## config.mk

```make
export PLATFORM = sky130hd
export DESIGN_NAME = boot_cmd_sequencer
export DESIGN_NICKNAME = d
export VERILOG_FILES = /design/src/hw/boot_cfg_pkg.sv /design/src/hw/boot_msg_pkg.sv /design/src/hw/boot_cmd_sequencer.sv
export SDC_FILE = /design/constraint.sdc
export NUM_CORES = 1
export LEC_CHECK = 0
export BUFFER_PORTS_ARGS = -buffer_cell sky130_fd_sc_hd__buf_2
export CAP_MARGIN = 20
export CELL_PAD_IN_SITES_DETAIL_PLACEMENT = 2
export CELL_PAD_IN_SITES_GLOBAL_PLACEMENT = 2
export CORE_ASPECT_RATIO = 0.7
export CORE_MARGIN = 5
export CORE_UTILIZATION = 35
export DETAILED_ROUTE_END_ITERATION = 10
export MAX_ROUTING_LAYER = met4
export PLACE_DENSITY = 0.87
export SYNTH_ARGS = -nofsm -noshare
export SYNTH_HDL_FRONTEND = slang
export SYNTH_SLANG_ARGS = --single-unit
```

## constraint.sdc

```tcl
create_clock -name clk_i -period 8.5 [get_ports clk_i]
set_clock_uncertainty 0.1 [all_clocks]
set_input_delay 0 -clock clk_i [delete_from_list [all_inputs] [get_ports clk_i]]
set_output_delay 0 -clock clk_i [all_outputs]
set_load 0.1 [all_outputs]
```

## src/hw/boot_cfg_pkg.sv

```systemverilog
package boot_cfg_pkg;

   // data word of memory and config space
   localparam int DATA_W = 32;

   // word address into memory
   localparam int ADDR_W = 16;

   // config register index
   localparam int CFG_REG_W = 8;

   // core id carried in config space
   localparam int CORE_ID_W = 4;

   // command payload, wide enough for addr + data
   localparam int PAYLOAD_W = 48;

   // opcode
   localparam int OP_W = 2;

endpackage

```

## src/hw/boot_msg_pkg.sv

```systemverilog
package boot_msg_pkg;

   // command opcodes
   localparam logic [boot_cfg_pkg::OP_W-1:0] OP_MEM_WR = 2'd1;
   localparam logic [boot_cfg_pkg::OP_W-1:0] OP_CFG_WR = 2'd2;

   // config register indices
   localparam logic [boot_cfg_pkg::CFG_REG_W-1:0] CFG_FREEZE  = 8'h01;
   localparam logic [boot_cfg_pkg::CFG_REG_W-1:0] CFG_CORE_ID = 8'h02;

   // one payload word, view picked by opcode
   typedef union packed
   {
      struct packed
      {
         logic [boot_cfg_pkg::ADDR_W-1:0] addr;
         logic [boot_cfg_pkg::DATA_W-1:0] data;
      } mem;
      struct packed
      {
         logic [boot_cfg_pkg::CFG_REG_W-1:0] reg_idx;
         logic [boot_cfg_pkg::PAYLOAD_W-boot_cfg_pkg::CFG_REG_W
                -boot_cfg_pkg::DATA_W-1:0] pad;
         logic [boot_cfg_pkg::DATA_W-1:0] value;
      } cfg;
   } boot_payload_u;

endpackage

```

## src/hw/boot_cmd_sequencer.sv

```systemverilog
`timescale 1ns/1ps

module boot_cmd_sequencer
  #(parameter int fifo_depth_p = 4
   ,parameter int img_base_p = 256
   )
   (input  logic                                  clk_i
   ,input  logic                                  rst_i

   ,input  logic [boot_cfg_pkg::CORE_ID_W-1:0]    core_id_i

   ,input  logic                                  img_v_i
   ,input  logic [boot_cfg_pkg::DATA_W-1:0]       img_data_i
   ,input  logic                                  img_last_i
   ,output logic                                  img_ready_o

   ,output logic                                  cmd_v_o
   ,output logic [boot_cfg_pkg::OP_W-1:0]         cmd_op_o
   ,output boot_msg_pkg::boot_payload_u           cmd_payload_o
   ,input  logic                                  cmd_ready_i

   ,input  logic                                  resp_v_i
   ,input  logic [boot_cfg_pkg::OP_W-1:0]         resp_op_i
   ,output logic                                  resp_ready_o

   ,output logic                                  done_o
   );

   import boot_cfg_pkg::*;
   import boot_msg_pkg::*;

   // phases
   localparam logic [2:0] S_CFG_FREEZE = 3'd0;
   localparam logic [2:0] S_CFG_CORE   = 3'd1;
   localparam logic [2:0] S_IMAGE      = 3'd2;
   localparam logic [2:0] S_UNFREEZE   = 3'd3;
   localparam logic [2:0] S_DRAIN      = 3'd4;
   localparam logic [2:0] S_DONE       = 3'd5;

   // fifo entries + held response + pending command
   localparam int cnt_w_lp = $clog2(fifo_depth_p + 3) + 1;

   logic [2:0]            state_r;
   logic                  cmd_v_r;
   logic [OP_W-1:0]       cmd_op_r;
   boot_payload_u         cmd_payload_r;
   logic [ADDR_W-1:0]     img_idx_r;
   logic [cnt_w_lp-1:0]   outstanding_r;
   logic [1:0]            cfg_acks_r;

   logic                  push;
   logic                  retire;
   logic                  img_fire;
   logic                  slot_free;
   logic                  load;
   logic [OP_W-1:0]       load_op;
   boot_payload_u         load_payload;

   assign push      = cmd_v_r & cmd_ready_i;
   assign retire    = resp_v_i & resp_ready_o;
   assign slot_free = ~cmd_v_r | push;

   // no new word while a command still waits for the fifo
   assign img_ready_o = (state_r == S_IMAGE) & ~cmd_v_r;
   assign img_fire    = img_v_i & img_ready_o;

   always_comb
   begin
      load         = 1'b0;
      load_op      = OP_CFG_WR;
      load_payload = '0;
      case (state_r)
         S_CFG_FREEZE:
         begin
            load                       = slot_free;
            load_payload.cfg.reg_idx   = CFG_FREEZE;
            load_payload.cfg.value     = DATA_W'(1);
         end
         S_CFG_CORE:
         begin
            load                       = slot_free;
            load_payload.cfg.reg_idx   = CFG_CORE_ID;
            load_payload.cfg.value     = {{(DATA_W-CORE_ID_W){1'b0}}, core_id_i};
         end
         S_IMAGE:
         begin
            load                       = img_fire;
            load_op                    = OP_MEM_WR;
            load_payload.mem.addr      = ADDR_W'(img_base_p) + img_idx_r;
            load_payload.mem.data      = img_data_i;
         end
         S_UNFREEZE:
         begin
            // release the core
            load                       = slot_free;
            load_payload.cfg.reg_idx   = CFG_FREEZE;
         end
         default:
         begin
         end
      endcase
   end

   always_ff @(posedge clk_i)
   begin
      if (rst_i)
      begin
         state_r       <= S_CFG_FREEZE;
         cmd_v_r       <= 1'b0;
         img_idx_r     <= '0;
         outstanding_r <= '0;
         cfg_acks_r    <= '0;
      end
      else
      begin
         if (load)
            cmd_v_r <= 1'b1;
         else if (push)
            cmd_v_r <= 1'b0;

         case ({push, retire})
            2'b10:   outstanding_r <= outstanding_r + 1'b1;
            2'b01:   outstanding_r <= outstanding_r - 1'b1;
            default: outstanding_r <= outstanding_r;
         endcase

         if (retire && resp_op_i == OP_CFG_WR && cfg_acks_r != 2'd3)
            cfg_acks_r <= cfg_acks_r + 1'b1;

         if (img_fire)
            img_idx_r <= img_idx_r + 1'b1;

         case (state_r)
            S_CFG_FREEZE: if (load) state_r <= S_CFG_CORE;
            S_CFG_CORE:   if (load) state_r <= S_IMAGE;
            S_IMAGE:      if (img_fire && img_last_i) state_r <= S_UNFREEZE;
            S_UNFREEZE:   if (load) state_r <= S_DRAIN;
            // all three config writes acked and nothing in flight
            S_DRAIN:
               if (!cmd_v_r && outstanding_r == '0 && cfg_acks_r == 2'd3)
                  state_r <= S_DONE;
            default:      state_r <= state_r;
         endcase
      end
   end

   always_ff @(posedge clk_i)
   begin
      if (load)
      begin
         cmd_op_r      <= load_op;
         cmd_payload_r <= load_payload;
      end
   end

   assign cmd_v_o       = cmd_v_r;
   assign cmd_op_o      = cmd_op_r;
   assign cmd_payload_o = cmd_payload_r;

   // responses are always taken
   assign resp_ready_o  = 1'b1;

   assign done_o        = (state_r == S_DONE);

endmodule

```

# [Yosys cells after proc, flatten, opt, wreduce, memory -nomap -nowiden]
# Index checks and enable logic that the tools add are counted.
[totals] regBits=76 inputBits=44 output_inout_bits=54
[op_classes] add_sub_neg=5 eq_ne=15 mux=13 bitwise=5 reduce_logical=14
[ops] cell="32-bit case mux with 3 select lines" n=1
[ops] cell="8-bit case mux with 3 select lines" n=1
[ops] cell="16-bit by 1-bit adder with 16-bit output (second input constant)" n=1
[ops] cell="9-bit by 16-bit adder with 16-bit output (first input constant)" n=1
[ops] cell="3-bit 2-to-1 mux" n=5
[ops] cell="3-bit case mux with 5 select lines" n=1
[ops] cell="2-bit inequality test (second input constant)" n=5
[ops] cell="4-bit case mux with 2 select lines" n=1
[ops] cell="2-bit equality test (second input constant)" n=3
[ops] cell="3-bit by 2-bit equality test with 1-bit output (second input constant)" n=2
[ops] cell="3-bit equality test (second input constant)" n=2
[ops] cell="6-bit AND reduction" n=1
[ops] cell="1-bit logical AND" n=5
[ops] cell="5-bit nonzero test" n=1
[ops] cell="4-bit by 1-bit adder with 4-bit output (second input constant)" n=1
[ops] cell="4-bit zero test" n=1
[ops] cell="2-bit nonzero test" n=2
[ops] cell="4-bit by 1-bit subtractor with 4-bit output (second input constant)" n=1
[ops] cell="1-bit bitwise AND" n=3
[ops] cell="3-bit by 1-bit equality test with 1-bit output (second input constant)" n=1
[ops] cell="3-bit zero test" n=1
[ops] cell="3-bit OR reduction" n=1
[ops] cell="2-bit by 1-bit adder with 2-bit output (second input constant)" n=1
[ops] cell="2-bit by 1-bit equality test with 1-bit output (second input constant)" n=1
[ops] cell="8 further kinds" n=9

# [Longest topological paths before layout]
[logic_depth] ltp_word=6 mapped_depth=8 depth_no_buf=8

# [Worst setup path after synthesis]
# OpenSTA, ideal clock, no wires.
[synth_path] kind="register to register" start="reg cmd_v_r (netlist: cmd_v_o)" end="reg cmd_op_r[0] (netlist: cmd_op_o[0]) (enable)" setup_ns=0.458 t_arrival_ns=3.097 required_ns=7.942 path_slack_ns=4.846 path_stages_with_launch=4 path_buffers=0 synth_period_minus_slack_ns=3.654 path_cell_list="dfxtp_1 a21oi_1 a21oi_1 nor2_1"
[synth_via] elab_chain_cells=4 elab_cells_between_ends=6
[synth_lines] item="start: declaration" line="boot_cmd_sequencer.sv:44" rtl="logic cmd_v_r;"
[synth_lines] item="start signal: assignment" line="boot_cmd_sequencer.sv:109" rtl="cmd_v_r <= 1'b0;"
[synth_lines] item="start signal: assignment" line="boot_cmd_sequencer.sv:117" rtl="cmd_v_r <= 1'b1;"
[synth_lines] item="start signal: assignment" line="boot_cmd_sequencer.sv:119" rtl="cmd_v_r <= 1'b0;"
[synth_lines] item="1-bit NOT" line="boot_cmd_sequencer.sv:61, boot_cmd_sequencer.sv:64"
[synth_lines] item="1-bit bitwise AND" line="boot_cmd_sequencer.sv:64" rtl="assign img_ready_o = (state_r == S_IMAGE) & ~cmd_v_r;"
[synth_lines] item="1-bit bitwise AND" line="boot_cmd_sequencer.sv:65" rtl="assign img_fire = img_v_i & img_ready_o;"
[synth_lines] item="1-bit case mux with 2 select lines (*)" line="boot_cmd_sequencer.sv:72" rtl="case (state_r)"
[synth_lines] item="via load" line="boot_cmd_sequencer.sv:55" rtl="logic load;"
[synth_lines] item="end signal: assignment" line="boot_cmd_sequencer.sv:151" rtl="cmd_op_r <= load_op;"
[synth_lines] item="end: declaration" line="boot_cmd_sequencer.sv:45" rtl="logic [OP_W-1:0] cmd_op_r;"
# The timed path passes the listed nets; every way through them passes the cells marked *.
# A chain may end at the register's enable or synchronous reset.

# [Worst setup path in the final report]
[layout_path] start="reg state_r[1]" end="reg img_idx_r[13]"
[layout_via] elab_chain_cells=3
[layout_lines] item="start: declaration" line="boot_cmd_sequencer.sv:43" rtl="logic [2:0] state_r;"
[layout_lines] item="start signal: assignment" line="boot_cmd_sequencer.sv:142" rtl="default: state_r <= state_r;"
[layout_lines] item="3-bit by 2-bit equality test with 1-bit output" line="boot_cmd_sequencer.sv:64"
[layout_lines] item="1-bit bitwise AND" line="boot_cmd_sequencer.sv:64"
[layout_lines] item="1-bit bitwise AND" line="boot_cmd_sequencer.sv:65"
[layout_lines] item="end signal: assignment" line="boot_cmd_sequencer.sv:131" rtl="img_idx_r <= img_idx_r + 1'b1;"
[layout_lines] item="end: declaration" line="boot_cmd_sequencer.sv:47" rtl="logic [ADDR_W-1:0] img_idx_r;"
# No other way between the ends.

==> metrics.cfg <==
[outcome]
status = finished clean

[logic_synthesis]
synth_top_area_share = 0.458
yosysTopAreaCell = edfxtp_1
netlist_area_um2 = 3280
synthesis.nets = 337
async_reset_ff_frac = 0
synth.distinct_cells = 39
yosys_warnings = 0
syn_avg_cell_area_um2 = 11.5
synth-seq-cells = 76
seq_area_frac_synth = 0.617
synthTopCellsByArea = edfxtp_1 (46%), dfxtp_1 (16%), and2_1 (6.9%)
synth-main-ff-cell = edfxtp_1
netlist_instances = 286
synth_edf_count = 50

[critical_path]
critPathRequiredTime_ps = 8660
cp-startpoint = state_r[1]
slowest_delay_ps = 710
cp_top_family = simple AND/OR/NAND/NOR gates
crit_chain = nor3b_4 > buf_4 > inv_2 > or4b_1 > or4_1 > a21oi_1
cp.arrival_ps = 3100
r2r_start = state_r[1]
slowest_stage = or4b_1
crit_fanout = 40
path_class = flip-flop to flip-flop
worst_setup_path_start_kind = flip-flop
endpoint_kind = flip-flop
cp_num_buf_inv = 2

[cells_and_area]
n_fill_cell = 911
final_nets = 466
drive_above_1_share = 0.271
syn_to_final_growth_pct = 38.2
fin_area_um2 = 4530
antenna-diode-count = 0

[cts]
cts_tree = done
clk_pin_slew_ps = 60
cts_buffers = 9
clockBufferDepth = 2
cts-htree-levels = 3
clk_latency_ps = 330
postCtsSetupBuffers = 0
clock_sinks = 76
ctsResizeCount = 0
cts_root_buf = clkbuf_16

[timing]
period_share = 0.346
max_freq_mhz = 340
tns_ps = 0
slew_headroom = 0.557
slew_viol_final = 0
setup_viol = 0
rsz0062_at_grt = false
tightest_slew_ps = 663
period_minus_slack_ps = 2940
hold_violations = 0

[pwr]
p_leak_uw = 0.00189
finalPower_uw = 1480
ir_drop_mv = 0.117
powerDensity_nw_per_um2 = 326

[global_route]
grt_pass1_wl_um = 16900
grt_max_degree = 51
gr-total-overflow = 0
antenna_found_initial = 0
grtUsageTotal = 0.197
grt_pass1_vias = 3044

[run]
maxCapViolations = 0

[detailed_routing]
wirelength_um = 10500
firstDrtPassIters = 4
via_per_inst = 4.92
wire_per_inst_um = 19.4
drc = 0
drtIter0Drc = 115
ant_nets = 0
num_vias = 2678

[hold_path]
hold_start = img_data_i[2]
holdCritPathClass = primary input to flip-flop

[floorplanning]
rows = 29
die_x_um = 126
io_pins = 98
die_h_um = 91.0
core_um2 = 9110
die_area_um2 = 11400
initial_core_util = 0.360

[placed_design]
port_buffers = 96
place_hpwl_um = 6740
placed_cell_area_um2 = 3870
place.gp.congestion = 0.804

==> cell families after synthesis <==
family | count (synthesis) | share of synthesized area
simple gates | 118 | 0.201
flops | 76 | 0.617
compound gates | 38 | 0.0675
buf+inv | 27 | 0.0336
xor+xnor | 17 | 0.0454
fa+ha+maj | 7 | 0.0290
mux | 2 | 0.00610
other cells | 1 | 0.00114
==> cells in the mapped netlist, types with 2 or more instances <==
cell      count
a21oi_1      23
a22oi_1       3
and2_1       36
and3_1        3
buf_4         2
clkbuf_1     11
dfxtp_1      26
edfxtp_1     50
ha_1          6
inv_1        11
mux2i_1       2
nand2_1       5
nand3_1       9
nand4_1       4
nor2_1       35
nor2b_1       3
nor3_1        4
nor4_1        2
o21ai_0       3
o31ai_1       7
or3_1         2
or4_1         7
xnor2_1       7
xor2_1       10
==> worst min-delay path, cell delays in order <==
cell     delay, ps
buf_2           80
a22oi_1        100
nor2_1         130
==> flip-flops by register name (all words and copies together) (netlist names) <==
register       cells
cfg_acks_r         2
cmd_op_o           2
cmd_payload_o     48
cmd_v_o            1
img_idx_r         16
outstanding_r      4
state_r            3
==> stage by stage <==
step	hold WS, ps	instances	util	worst slack (ps)
after floorplan	98.2	286	-	4850
after global placement	177	493	0.425	5780
after detailed placement	182	493	0.425	5610
after CTS	0.586	544	0.497	5540
after global routing	29.6	544	0.497	5370
final	8.87	544	0.497	5560
==> where the power goes <==
group	switching, uW	internal, uW	total (uW)	leakage, uW
Sequential	30.0	469	499	0.000752
Clock	146	254	400	0.000145
Combinational	492	84.6	577	0.000994
Total	668	808	1480	0.00189
==> cell usage in the layout (no fill, tap or decap), types with 2 or more instances in the layout <==
cell type | synthesis | routed
buf_2 | 1 | 96
edfxtp_1 | 50 | 50
and2_1 | 36 | 36
dlygate4sd3_1 | 0 | 35
nor2_1 | 35 | 34
dfxtp_1 | 26 | 26
a21oi_1 | 23 | 23
inv_1 | 11 | 11
xor2_1 | 10 | 10
nand3_1 | 9 | 9
clkbuf_16 | 0 | 9
xnor2_1 | 7 | 7
o31ai_1 | 7 | 7
or4_1 | 7 | 7
ha_1 | 6 | 6
nand2_1 | 5 | 5
nand4_1 | 4 | 4
nor3_1 | 4 | 4
nor2b_1 | 3 | 3
a22oi_1 | 3 | 3
and3_1 | 3 | 3
o21ai_0 | 3 | 3
clkinv_1 | 0 | 3
or3_1 | 2 | 2
nor4_1 | 2 | 2
mux2i_1 | 2 | 2
bufinv_16 | 0 | 2
buf_4 | 2 | 2
==> final cells by class <==
type	count	area, um^2	area share
clock inverter	6	78.8	0.0174
sequential	76	2020	0.446
clock buffer	10	229	0.0505
tap	124	155	0.0342
multi-input combinational	183	1150	0.255
inverter	12	45.0	0.00994
timing repair buffer	133	846	0.187
==> metal layers <==
metal / global-route usage / up-vias / wire, um / share of wire
met2: 0.343 / 69 / 5650 / 0.54
met5: - / - / 0 / 0
met1: 0.220 / 1330 / 4200 / 0.40
li1: - / 1260 / - / -
met3: 0.0557 / 19 / 461 / 0.044
met4: 0.0632 / 0 / 231 / 0.022
==> worst paths after layout <==
kind	depth (start not counted)	endpoint	slack [ps]
max reg2reg	6	img_idx_r[13]	5560
max	6	img_idx_r[13]	5560
min reg2reg	2	img_idx_r[15]	400
min	3	cmd_payload_o[2]	9
==> what timing repair did <==
| item | 4_1_cts | 5_1_grt |
|---|---|---|
| setup endpoints to repair | 0 | 0 |
| hold endpoints to repair | 34 | 0 |
| hold buffers | 35 | 0 |
(Power assumes the default switching activity.)
