**src/hw/boot_cfg_pkg.sv**
```systemverilog
package boot_cfg_pkg;

   // data word of memory and config space
   localparam int DATA_W = 32;

   // word address into memory
   localparam int ADDR_W = 16;

   // config register index
   localparam int CFG_REG_W = 8;

   // core id carried in config space
   localparam int CORE_ID_W = 4;

   // command payload, wide enough for addr + data
   localparam int PAYLOAD_W = 48;

   // opcode
   localparam int OP_W = 2;

endpackage

```
**src/hw/boot_msg_pkg.sv**
```systemverilog
package boot_msg_pkg;

   // command opcodes
   localparam logic [boot_cfg_pkg::OP_W-1:0] OP_MEM_WR = 2'd1;
   localparam logic [boot_cfg_pkg::OP_W-1:0] OP_CFG_WR = 2'd2;

   // config register indices
   localparam logic [boot_cfg_pkg::CFG_REG_W-1:0] CFG_FREEZE  = 8'h01;
   localparam logic [boot_cfg_pkg::CFG_REG_W-1:0] CFG_CORE_ID = 8'h02;

   // one payload word, view picked by opcode
   typedef union packed
   {
      struct packed
      {
         logic [boot_cfg_pkg::ADDR_W-1:0] addr;
         logic [boot_cfg_pkg::DATA_W-1:0] data;
      } mem;
      struct packed
      {
         logic [boot_cfg_pkg::CFG_REG_W-1:0] reg_idx;
         logic [boot_cfg_pkg::PAYLOAD_W-boot_cfg_pkg::CFG_REG_W
                -boot_cfg_pkg::DATA_W-1:0] pad;
         logic [boot_cfg_pkg::DATA_W-1:0] value;
      } cfg;
   } boot_payload_u;

endpackage

```
**src/hw/boot_cmd_fifo.sv**
```systemverilog
`timescale 1ns/1ps

module boot_cmd_fifo
  #(parameter int fifo_depth_p = 4
   ,parameter int depth_p = fifo_depth_p
   )
   (input  logic                              clk_i
   ,input  logic                              rst_i

   ,input  logic                              v_i
   ,input  logic [boot_cfg_pkg::OP_W-1:0]     op_i
   ,input  boot_msg_pkg::boot_payload_u       payload_i
   ,output logic                              ready_o

   ,output logic                              v_o
   ,output logic [boot_cfg_pkg::OP_W-1:0]     op_o
   ,output boot_msg_pkg::boot_payload_u       payload_o
   ,input  logic                              yumi_i
   );

   import boot_cfg_pkg::*;
   import boot_msg_pkg::*;

   localparam int ptr_w_lp = $clog2(depth_p);

   logic [OP_W-1:0]     op_mem_r      [depth_p];
   boot_payload_u       payload_mem_r [depth_p];
   logic [ptr_w_lp-1:0] wr_ptr_r;
   logic [ptr_w_lp-1:0] rd_ptr_r;
   logic [ptr_w_lp:0]   count_r;
   logic                push;

   assign ready_o = (count_r != (ptr_w_lp+1)'(depth_p));
   assign v_o     = (count_r != '0);
   assign push    = v_i & ready_o;

   always_ff @(posedge clk_i)
   begin
      if (rst_i)
      begin
         wr_ptr_r <= '0;
         rd_ptr_r <= '0;
         count_r  <= '0;
      end
      else
      begin
         // pointers wrap on the power-of-two depth
         if (push)
            wr_ptr_r <= wr_ptr_r + 1'b1;
         if (yumi_i)
            rd_ptr_r <= rd_ptr_r + 1'b1;
         if (push && !yumi_i)
            count_r <= count_r + 1'b1;
         else if (!push && yumi_i)
            count_r <= count_r - 1'b1;
      end
   end

   always_ff @(posedge clk_i)
   begin
      if (push)
      begin
         op_mem_r[wr_ptr_r]      <= op_i;
         payload_mem_r[wr_ptr_r] <= payload_i;
      end
   end

   // oldest entry
   assign op_o      = op_mem_r[rd_ptr_r];
   assign payload_o = payload_mem_r[rd_ptr_r];

endmodule

```
**config.mk**
```make
export PLATFORM = sky130hd
export DESIGN_NAME = boot_cmd_fifo
export DESIGN_NICKNAME = d
export VERILOG_FILES = /design/src/hw/boot_cfg_pkg.sv /design/src/hw/boot_msg_pkg.sv /design/src/hw/boot_cmd_fifo.sv
export SDC_FILE = /design/constraint.sdc
export NUM_CORES = 1
export LEC_CHECK = 0
export ABC_AREA = 1
export ABC_CLOCK_PERIOD_IN_PS = 4700
export BUFFER_PORTS_ARGS = -buffer_cell sky130_fd_sc_hd__buf_2
export CAP_MARGIN = 20
export CORE_ASPECT_RATIO = 2
export CORE_MARGIN = 2
export CORE_UTILIZATION = 40
export DETAILED_ROUTE_END_ITERATION = 16
export GPL_ROUTABILITY_DRIVEN = 0
export HOLD_SLACK_MARGIN = 0.06
export PLACE_DENSITY_LB_ADDON = 0.05
export SYNTH_ARGS = -nofsm -noshare
export SYNTH_HDL_FRONTEND = slang
export SYNTH_SLANG_ARGS = --single-unit
```
**constraint.sdc**
```tcl
create_clock -name clk_i -period 4.7 [get_ports clk_i]
set_input_delay 0.235 -clock clk_i [delete_from_list [all_inputs] [get_ports clk_i]]
set_output_delay 0.235 -clock clk_i [all_outputs]
set_load 0.02 [all_outputs]
```
# After elaboration in Yosys (flattened, before gate mapping)
# Memory sizes are Yosys's and may differ from the RTL's. A register that Yosys moved wholly into a read port is not among the register bits.
# Index checks and enable logic that the tools add are counted.
# Widths: inputs -> output; s select.
[classes]
add_sub_neg = 4
eq_ne = 1
n_reduce_logical = 6
bitwise = 1
mux = 8
[ops]
columns = ["cell", "n"]
rows = [
  ["$mux 2", 4],
  ["$mux 3", 2],
  ["$add 2x1->2 const B", 2],
  ["$add 3x1->3 const B", 1],
  ["$ne 3x3->1 const B", 1],
  ["$reduce_bool 3->1", 1],
  ["$sub 3x1->3 const B", 1],
  ["$logic_and 1x1->1", 2],
  ["$logic_not 1->1", 2],
  ["$mux 1", 2],
  ["$reduce_bool 2->1", 1],
  ["$and 1x1->1", 1],
]
[totals]
ff_bits = 7
n_memories = 2
out_inout_bits = 52
mem_bits_rw = 200
[mem_list]
columns = ["name", "depth", "word_bits", "rd", "rd_ports_with_merged_regs", "write_ports", "line_no", "rtl"]
rows = [
  ["payload_mem_r", 4, 48, 1, 1, 1, "boot_cmd_fifo.sv:27", "boot_payload_u payload_mem_r [depth_p];"],
  ["op_mem_r", 4, 2, 1, 1, 1, "boot_cmd_fifo.sv:26", "logic [OP_W-1:0] op_mem_r [depth_p];"],
]

# Logic depth before layout (Yosys ltp)
# Gate-level depths: netlist of the first run.
[logic_depth]
depth_word = 6
ltp_mapped = 13

# Least setup slack after synthesis of the first run
# Ideal clock, no wire load.
[synth_path]
path_type = "register to register"
from = "reg count_r[0]"
to = "mem op_mem_r[0][0] (enable)"
setup_ns = 0.458
path_stages_with_launch = 5
slack_ns = 1.408
arrival_ns = 2.835
required_ns = 4.242
path_cell_list = "dfxtp_1 -> inv_2 -> nand3_2 -> nand2_1 -> nor2_1"
[synth_between]
elab_chain_cells = 4
[synth_lines]
columns = ["item", "line_no", "rtl"]
rows = [
  ["start, declared", "boot_cmd_fifo.sv:30", "logic [ptr_w_lp:0] count_r;"],
  ["start signal, assigned", "boot_cmd_fifo.sv:53", "count_r <= count_r + 1'b1;"],
  ["start signal, assigned", "boot_cmd_fifo.sv:55", "count_r <= count_r - 1'b1;"],
  ["$ne 3x3->1", "boot_cmd_fifo.sv:33", "assign ready_o = (count_r != (ptr_w_lp+1)'(depth_p));"],
  ["net ready_o", "boot_cmd_fifo.sv:13", ",output logic ready_o"],
  ["$and 1x1->1", "boot_cmd_fifo.sv:35", "assign push = v_i & ready_o;"],
  ["$mux 1", "boot_cmd_fifo.sv:61", "if (push)"],
  ["$mux 1 (implied by the code)", "boot_cmd_fifo.sv:63", "op_mem_r[wr_ptr_r] <= op_i;"],
  ["end, declared", "boot_cmd_fifo.sv:26", ""],
]
# The timed path passes the listed nets, and every way through them passes these cells.

==> results of run 1 <==
[where the power goes]
part	switching, mW	internal (mW)
Combinational	0.366	0.177
Clock	0.667	0.965
Sequential	0.0484	2.18
Total	1.08	3.32
[through the flow]
step                      setup slack (ns)  cell area [µm²]  std cells  hold slack (ns)
after floorplan                       1.41             8020        547            0.334
after global placement                2.26             8630        890            0.423
after detailed placement              2.24             8630        890            0.432
after CTS                             1.92             9810        974           0.0782
after global routing                  1.80             9810        975            0.105
final                                 1.99             9810        975           0.0834
[metal layers]
layer	wire, µm	share of wire	GRT usage	vias to the layer above
met5	0	0	0	-
met4	529	0.030	0.0594	0
met3	672	0.039	0.0210	31
met2	9170	0.53	0.301	122
met1	7050	0.40	0.194	2373
li1	-	-	-	2350
[state kept, by name, indices dropped and copies added (netlist names), named ones only]
signal,count
count_r,3
op_mem_r,8
payload_mem_r,192
rd_ptr_r,2
wr_ptr_r,2
[worst max-delay path: cells and delay by family (launching register included)]
family | cells | cell delay, ns
compound gates | 2 | 0.41
buf+inv | 2 | 0.60
flops | 1 | 0.95
[layout by cell type, fill, tap and decap left out, types with 3 or more instances in the layout]
cell	instances
a21oi_1	5
edfxtp_1	200
dlygate4sd3_1	52
nand2_1	8
buf_2	105
bufinv_16	4
clkinv_1	3
nand3_1	3
o22ai_1	50
ha_1	5
o21ai_1	60
dfxtp_1	7
inv_1	15
buf_4	7
clkinv_4	3
nor2_4	4
clkbuf_16	19
nor2_1	104
inv_2	3
o21ai_0	44
[synth_stat cells]
cell            instances  area (µm²)
fa_1                    1        20.0
nand3_2                 1        10.0
edfxtp_1              200        6010
nor2_2                  1        6.26
dlymetal6s2s_1          1        12.5
nor2_1                108         405
a21oi_1                 5        25.0
nand3b_1                1        7.51
inv_2                   2        7.51
buf_2                  10        50.1
o21ai_0                44         220
nand2_1                 8        30.0
ha_1                    5        62.6
buf_6                   5        56.3
o21ai_1                60         300
buf_8                   5        75.1
buf_12                  5         100
inv_1                  16        60.1
inv_12                  1        16.3
o22ai_1                50         313
dfxtp_1                 9         180
nand3_1                 3        15.0
buf_4                   5        37.5
nand4_1                 1        6.26
[worst max-delay path by stage]
stage,end,from
6_report,payload_o[11],register
5_1_grt,payload_o[11],register
4_1_cts,payload_o[11],register
3_5_place_dp,payload_mem_r[1][4],count_r[0]
3_3_place_gp,payload_mem_r[1][32],count_r[0]
2_1_floorplan,op_mem_r[0][0],count_r[0]
[cells by family (layout without fill, tap and decap cells)]
logic type,count (synthesis),count (layout),share of synthesized area
other,0,1,0
adders and majority gates,6,6,0.0103
DFF,209,209,0.771
buffers and inverters,50,215,0.0518
AOI/OAI and AO/OA,159,159,0.107
and+or+nand+nor,123,123,0.0599
[layout make-up]
| cell class | count | area [µm²] |
|---|---|---|
| Fill cell | 1787 | 10000 |
| Sequential cell | 209 | 6190 |
| Multi-Input combinational cell | 288 | 1450 |
| Timing Repair Buffer | 164 | 1100 |
| Clock buffer | 19 | 475 |
| Tap cell | 262 | 328 |
| Clock inverter | 13 | 179 |
| Inverter | 19 | 83.8 |
| Antenna cell | 1 | 2.50 |
[timing repair]
action	4_1_cts	5_1_grt
buffers inserted	0	0
hold endpoints to repair	203	0
hold buffers	52	0
==> results.toml, run 1 <==
[clock_tree]
cts_tree = "built"
cts_buffer_depth = 3
cts-root-buf = "clkbuf_16"
cts_buffers = 19
cts_sinks = 209
clk_pin_slew_worst_paths_ns = 0.07
cts_resized = 0
htreeDepth = 1
clock_latency_ns = 0.48

[hold_path]
worstHoldEndpoint = "wr_ptr_r[0]"
hold_start = "rst_i"
hold_path.class = "in2reg"
hold_depth = 4

[timing]
drv_slew = 0
finalSetupTns_ns = 0
hold_viol_final = 0
fmax_mhz = 369
min_period_ns = 2.71
setup_viol = 0
rsz0062_at_grt = "no"
max_slew_margin = 0.325
finalClockSkew_ns = 0.0139
max_slew.worst_pin.slew_ns = 1.01
fin_crit_sh = 0.577

[critical_path]
crit_type = "reg2out"
arrival_ns = 2.48
crit_required_ns = 4.47
cp_slowest_cell = "dfxtp_4"
max_stage_delay_ns = 0.95
end_kind = "output pin"
reg2reg_depth = 5
reg2reg_to = "payload_mem_r[1][1]"
cp-start-kind = "register"
rr_startpoint = "count_r[0]"
worstPathCellList = "buf_4 > o21ai_0 > o22ai_1 > buf_2"
path_max_fanout = 80
reg2reg_setup_slack_ns = 2.31

[logic_synthesis]
ys_types = 24
syn_inst = 547
yosys_register_bits = 209
synth_warnings = 0
synth_area_um2 = 8020
ys_seq_area_frac = 0.771
synth_nets = 607
syn_area_per_cell_um2 = 14.7

[global_routing]
antenna_found_initial = 1
first_global_vias = 5031
grt_overflow_total = 0
gr-usage-all-layers = 0.163
grt_start_max_net_pins = 101
grt_pass1_wl_mm = 27.2

[floorplan]
die_x_um = 104
floorplan.initialDensity = 0.405
core_um2 = 19800
std_cell_rows = 73
pin_count = 106
die-area_um2 = 21300
die_y_um = 204

[pwr]
ir_drop_mv = 0.368
power.density_nw_per_um2 = 449
totalPowerFinal_mw = 4.40
leakagePower_nw = 3.46

[final_layout]
drive_above_1_share = 0.215
syn_to_final_growth_pct = 22.3
fin_nets = 761
fin_util = 0.495

[drt]
vias_per_cell = 5.00
route.detailed.drc = 0
antenna_left = 0
dr.pass1.iters = 4
totalWireLength_mm = 17.4
initialDrtViolationCount = 188
num_vias = 4876
routedWlPerCell_um = 17.9

[run]
max_cap_viol_count = 0

[run_status]
status = "finished clean"

[placed_design]
place.port_buffers = 105
dp_hpwl_mm = 9.66
Note: power is estimated with default switching activity, not from simulation.
==> run 2, diff against run 1 <==
Settings changed: ABC_CLOCK_PERIOD_IN_PS 4700 to 2700.
Clock period 4.7 ns to 2.7 ns, I/O delays scaled along.
==> results.toml, run 2 (synthesis gave the netlist of run 1 again) <==
[hold_path]
hold_path.class = "in2reg"

[drt]
route.detailed.drc = 0
initialDrtViolationCount = 261
antenna_left = 0
num_vias = 5036
routedWlPerCell_um = 18.6
dr.pass1.iters = 6
totalWireLength_mm = 18.3
vias_per_cell = 5.12

[floorplan]
die_y_um = 204
std_cell_rows = 73
die_x_um = 104
die-area_um2 = 21300
core_um2 = 19800
pin_count = 106
floorplan.initialDensity = 0.405

[timing]
max_slew.worst_pin.slew_ns = 0.616
hold_viol_final = 0
finalClockSkew_ns = 0.0174
rsz0062_at_grt = "no"
fin_crit_sh = 0.844
max_slew_margin = 0.589
fmax_mhz = 439
setup_viol = 0
min_period_ns = 2.28
timing.hold.ws_ns = 0.400
drv_slew = 0

[critical_path]
crit_type = "reg2out"
crit_required_ns = 2.57
arrival_ns = 2.14
cp_slowest_cell = "dfxtp_4"
path_max_fanout = 49
cp-start-kind = "register"
worstPathCellList = "buf_4 > nor2_1 > o22ai_1 > buf_2"
end_kind = "output pin"
max_stage_delay_ns = 0.73

[clock_tree]
clock_latency_ns = 0.49
htreeDepth = 1
cts_buffers = 19
cts_buffer_depth = 3
cts_sinks = 209
post_cts_buffers = 0
cts-root-buf = "clkbuf_16"
clk_pin_slew_worst_paths_ns = 0.06
cts_tree = "built"

[global_routing]
grt_overflow_total = 0
grt_pass1_wl_mm = 28.7
grt_start_max_net_pins = 101
first_global_vias = 5329
antenna_found_initial = 0
gr-usage-all-layers = 0.173

[pwr]
p_sw_frac = 0.242
power.sequential.fraction = 0.506
ir_drop_mv = 0.511
power.density_nw_per_um2 = 772
p_int_mw = 5.80
pwr-share-comb = 0.130
p_clk_frac = 0.364
totalPowerFinal_mw = 7.66
leakagePower_nw = 3.52
p_switching_mw = 1.85

[final_layout]
antenna_cells = 0
syn_to_final_growth_pct = 23.6
layout_common_cells = "200 x edfxtp_1, 105 x buf_2, 104 x nor2_1, 60 x o21ai_1, 54 x dlygate4sd3_1"
top_register = "payload_mem_r"
stdcell_area_um2 = 9920
final_common_cell = "edfxtp_1"
fin_cells = 984
largest_reg_flops = 192
fin_nets = 771
largestRegisters = "payload_mem_r: 192 flops, op_mem_r: 8 flops, count_r: 3 flops"
drive_above_1_share = 0.219

[placed_design]
dp_hpwl_mm = 11.1
place.port_buffers = 105
placed_cell_area_um2 = 8740
dpl.cell_count = 898

[run_status]
status = "finished clean"

[run]
max_cap_viol_count = 0
[run 2: cell type report]
class	count	area (µm²)
Tap cell	262	328
Clock inverter	10	150
Fill cell	1806	9900
Multi-Input combinational cell	288	1450
Inverter	19	83.8
Timing Repair Buffer	174	1230
Clock buffer	22	487
Sequential cell	209	6190
[run 2: per-stage QoR]
step / setup slack (ns) / TNS (ns) / util
3_5_place_dp: 0.644 / 0 / 0.441
4_1_cts: 0.335 / 0 / 0.500
6_report: 0.421 / 0 / 0.500
2_1_floorplan: -0.592 / -118.50 / -
3_3_place_gp: 0.761 / 0 / 0.441
5_1_grt: 0.256 / 0 / 0.500
[run 2: layer usage]
layer  global-route usage  vias up  routed length, µm
li1                     -     2368                  -
met1                0.189     2538               7260
met2                0.341      108              10100
met3               0.0242       22                637
met4               0.0483        0                342
met5                    0        -                  0
[run 2: critical path, delay by kind of cell (launching register included)]
kind	cells	cell delay, ns
DFF	1	0.73
and+or+nand+nor	1	0.07
AOI/OAI and AO/OA	1	0.25
buffers and inverters	2	0.57
[run 2: path summary, 6_finish.rpt]
path / depth (start not counted) / end / slack, ns / startpoint
setup reg to reg: 13 / count_r[2] / 0.61 / count_r[0]
setup / recovery: 4 / payload_o[20] / 0.42 / register
hold reg to reg: 1 / register / 0.44 / rd_ptr_r[1]
hold / removal: 2 / payload_mem_r[1][16] / 0.40 / payload_i[16]
[run 2: power by group through the flow]
stage / sequential [mW] / combinational, mW / clock, mW
floorplan: 3.92 / 0.615 / 0
global placement: 3.94 / 0.936 / 0
detailed placement: 3.95 / 0.951 / 0
CTS: 3.88 / 1.02 / 2.86
global route: 3.89 / 1.09 / 2.97
finish: 3.87 / 0.993 / 2.79
[run 2: repair_timing]
item | 4_1_cts | 5_1_grt
gates resized for setup | 0 | 0
hold endpoints to repair | 208 | 0
hold buffers | 54 | 0
==> run 3, diff against run 2 <==
Settings changed: ABC_CLOCK_PERIOD_IN_PS 2700 to 2250.
Clock period 2.7 ns to 2.25 ns, I/O delays scaled along.
==> results.toml, run 3 (synthesis gave the netlist of run 1 again) <==
[floorplan]
core_um2 = 19800
pin_count = 106
die-area_um2 = 21300
std_cell_rows = 73
die_x_um = 104
floorplan.initialDensity = 0.405
die_y_um = 204

[drt]
num_vias = 4933
antenna_left = 0
totalWireLength_mm = 17.4
vias_per_cell = 5.03
dr.pass1.iters = 4
routedWlPerCell_um = 17.8
route.detailed.drc = 0
initialDrtViolationCount = 274

[critical_path]
max_stage_delay_ns = 0.60
path_buf_inv = 2
arrival_ns = 2.00
worstPathCellList = "buf_4 > o21ai_1 > o22ai_1 > buf_2"
crit_type = "reg2out"
end_kind = "output pin"
crit_required_ns = 2.14
cp-start-kind = "register"
path_max_fanout = 26
cp_slowest_cell = "dfxtp_4"
cpLargestDelayFamily = "flip-flops"

[timing]
drv_slew = 0
finalSetupTns_ns = 0
hold_viol_final = 0
fin_crit_sh = 0.938
fmax_mhz = 474
finalClockSkew_ns = 0.0118
rsz0062_at_grt = "no"
setup_viol = 0
min_period_ns = 2.11
max_slew_margin = 0.699
timing.hold.ws_ns = 0.375
max_slew.worst_pin.slew_ns = 0.452

[final_layout]
fin_cells = 981
top_register = "payload_mem_r"
largest_reg_flops = 192
drive_above_1_share = 0.211
final_common_cell = "edfxtp_1"
stdcell_area_um2 = 9830
syn_to_final_growth_pct = 22.5
antenna_cells = 0
layout_common_cells = "200 x edfxtp_1, 105 x buf_2, 104 x nor2_1, 60 x o21ai_1, 54 x dlygate4sd3_1"
largestRegisters = "payload_mem_r: 192 flops, op_mem_r: 8 flops, count_r: 3 flops"
fin_nets = 769

[clock_tree]
clock_latency_ns = 0.48
cts_sinks = 209
cts_tree = "built"
cts_buffers = 19
htreeDepth = 1
cts_buffer_depth = 3
clk_pin_slew_worst_paths_ns = 0.06
cts-root-buf = "clkbuf_16"

[run_status]
status = "finished clean"

[placed_design]
dp_hpwl_mm = 9.87
placed_cell_area_um2 = 8730
dpl.cell_count = 895
place.port_buffers = 105

[global_routing]
grt_start_max_net_pins = 101
grt_pass1_wl_mm = 28.0
gr-usage-all-layers = 0.167
first_global_vias = 5263
grt_overflow_total = 0
antenna_found_initial = 0

[pwr]
power.density_nw_per_um2 = 880
power.sequential.fraction = 0.537
ir_drop_mv = 0.459
p_clk_frac = 0.326
p_int_mw = 6.50
p_switching_mw = 2.15
p_sw_frac = 0.249
totalPowerFinal_mw = 8.65
leakagePower_nw = 3.47
pwr-share-comb = 0.138

[run]
max_cap_viol_count = 0

[hold_path]
hold_path.class = "in2reg"
-- run 3: power by group through the flow --
| stage | combinational (mW) | clock [mW] | sequential (mW) |
|---|---|---|---|
| 2_1_floorplan | 0.743 | 0 | 4.70 |
| 3_3_place_gp | 1.10 | 0 | 4.73 |
| 3_5_place_dp | 1.13 | 0 | 4.73 |
| 4_1_cts | 1.22 | 2.92 | 4.64 |
| 5_1_grt | 1.32 | 3.05 | 4.66 |
| 6_report | 1.19 | 2.82 | 4.64 |
-- run 3: final timing paths --
path                startpoint                  end  slack [ns]  cells past startpoint
setup / recovery      register        payload_o[44]        0.14                      4
hold / removal    payload_i[3]  payload_mem_r[0][3]        0.38                      2
setup reg to reg    count_r[0]           count_r[2]        0.47                     13
hold reg to reg    rd_ptr_r[1]             register        0.44                      1
-- run 3: area by class of cell --
cell class | count | area [µm²]
tap | 262 | 328
sequential | 209 | 6190
fill | 1820 | 9990
clock buffer | 23 | 490
inverter | 19 | 86.3
multi-input combinational | 288 | 1450
clock inverter | 8 | 33.8
timing repair buffer | 172 | 1250
-- run 3: repair_timing --
item,in CTS,in global routing
endpoints found under the setup margin,7,1
hold endpoints to repair,209,0
gates resized for setup,1,1
hold buffers,54,0
buffers inserted,1,0
-- run 3: metrics by stage --
| stage | utilization | setup WS, ns |
|---|---|---|
| after floorplan | - | -0.256 |
| after global placement | 0.441 | 0.495 |
| after detailed placement | 0.441 | 0.467 |
| after CTS | 0.496 | 0.00331 |
| after global routing | 0.496 | 0.0406 |
| final | 0.496 | 0.140 |
-- run 3: routing by layer --
metal	up-vias	GRT usage	part of all wire
met5	-	0	0
met4	0	0.0531	0.022
met3	21	0.0233	0.039
met2	107	0.320	0.54
met1	2450	0.189	0.40
li1	2355	-	-
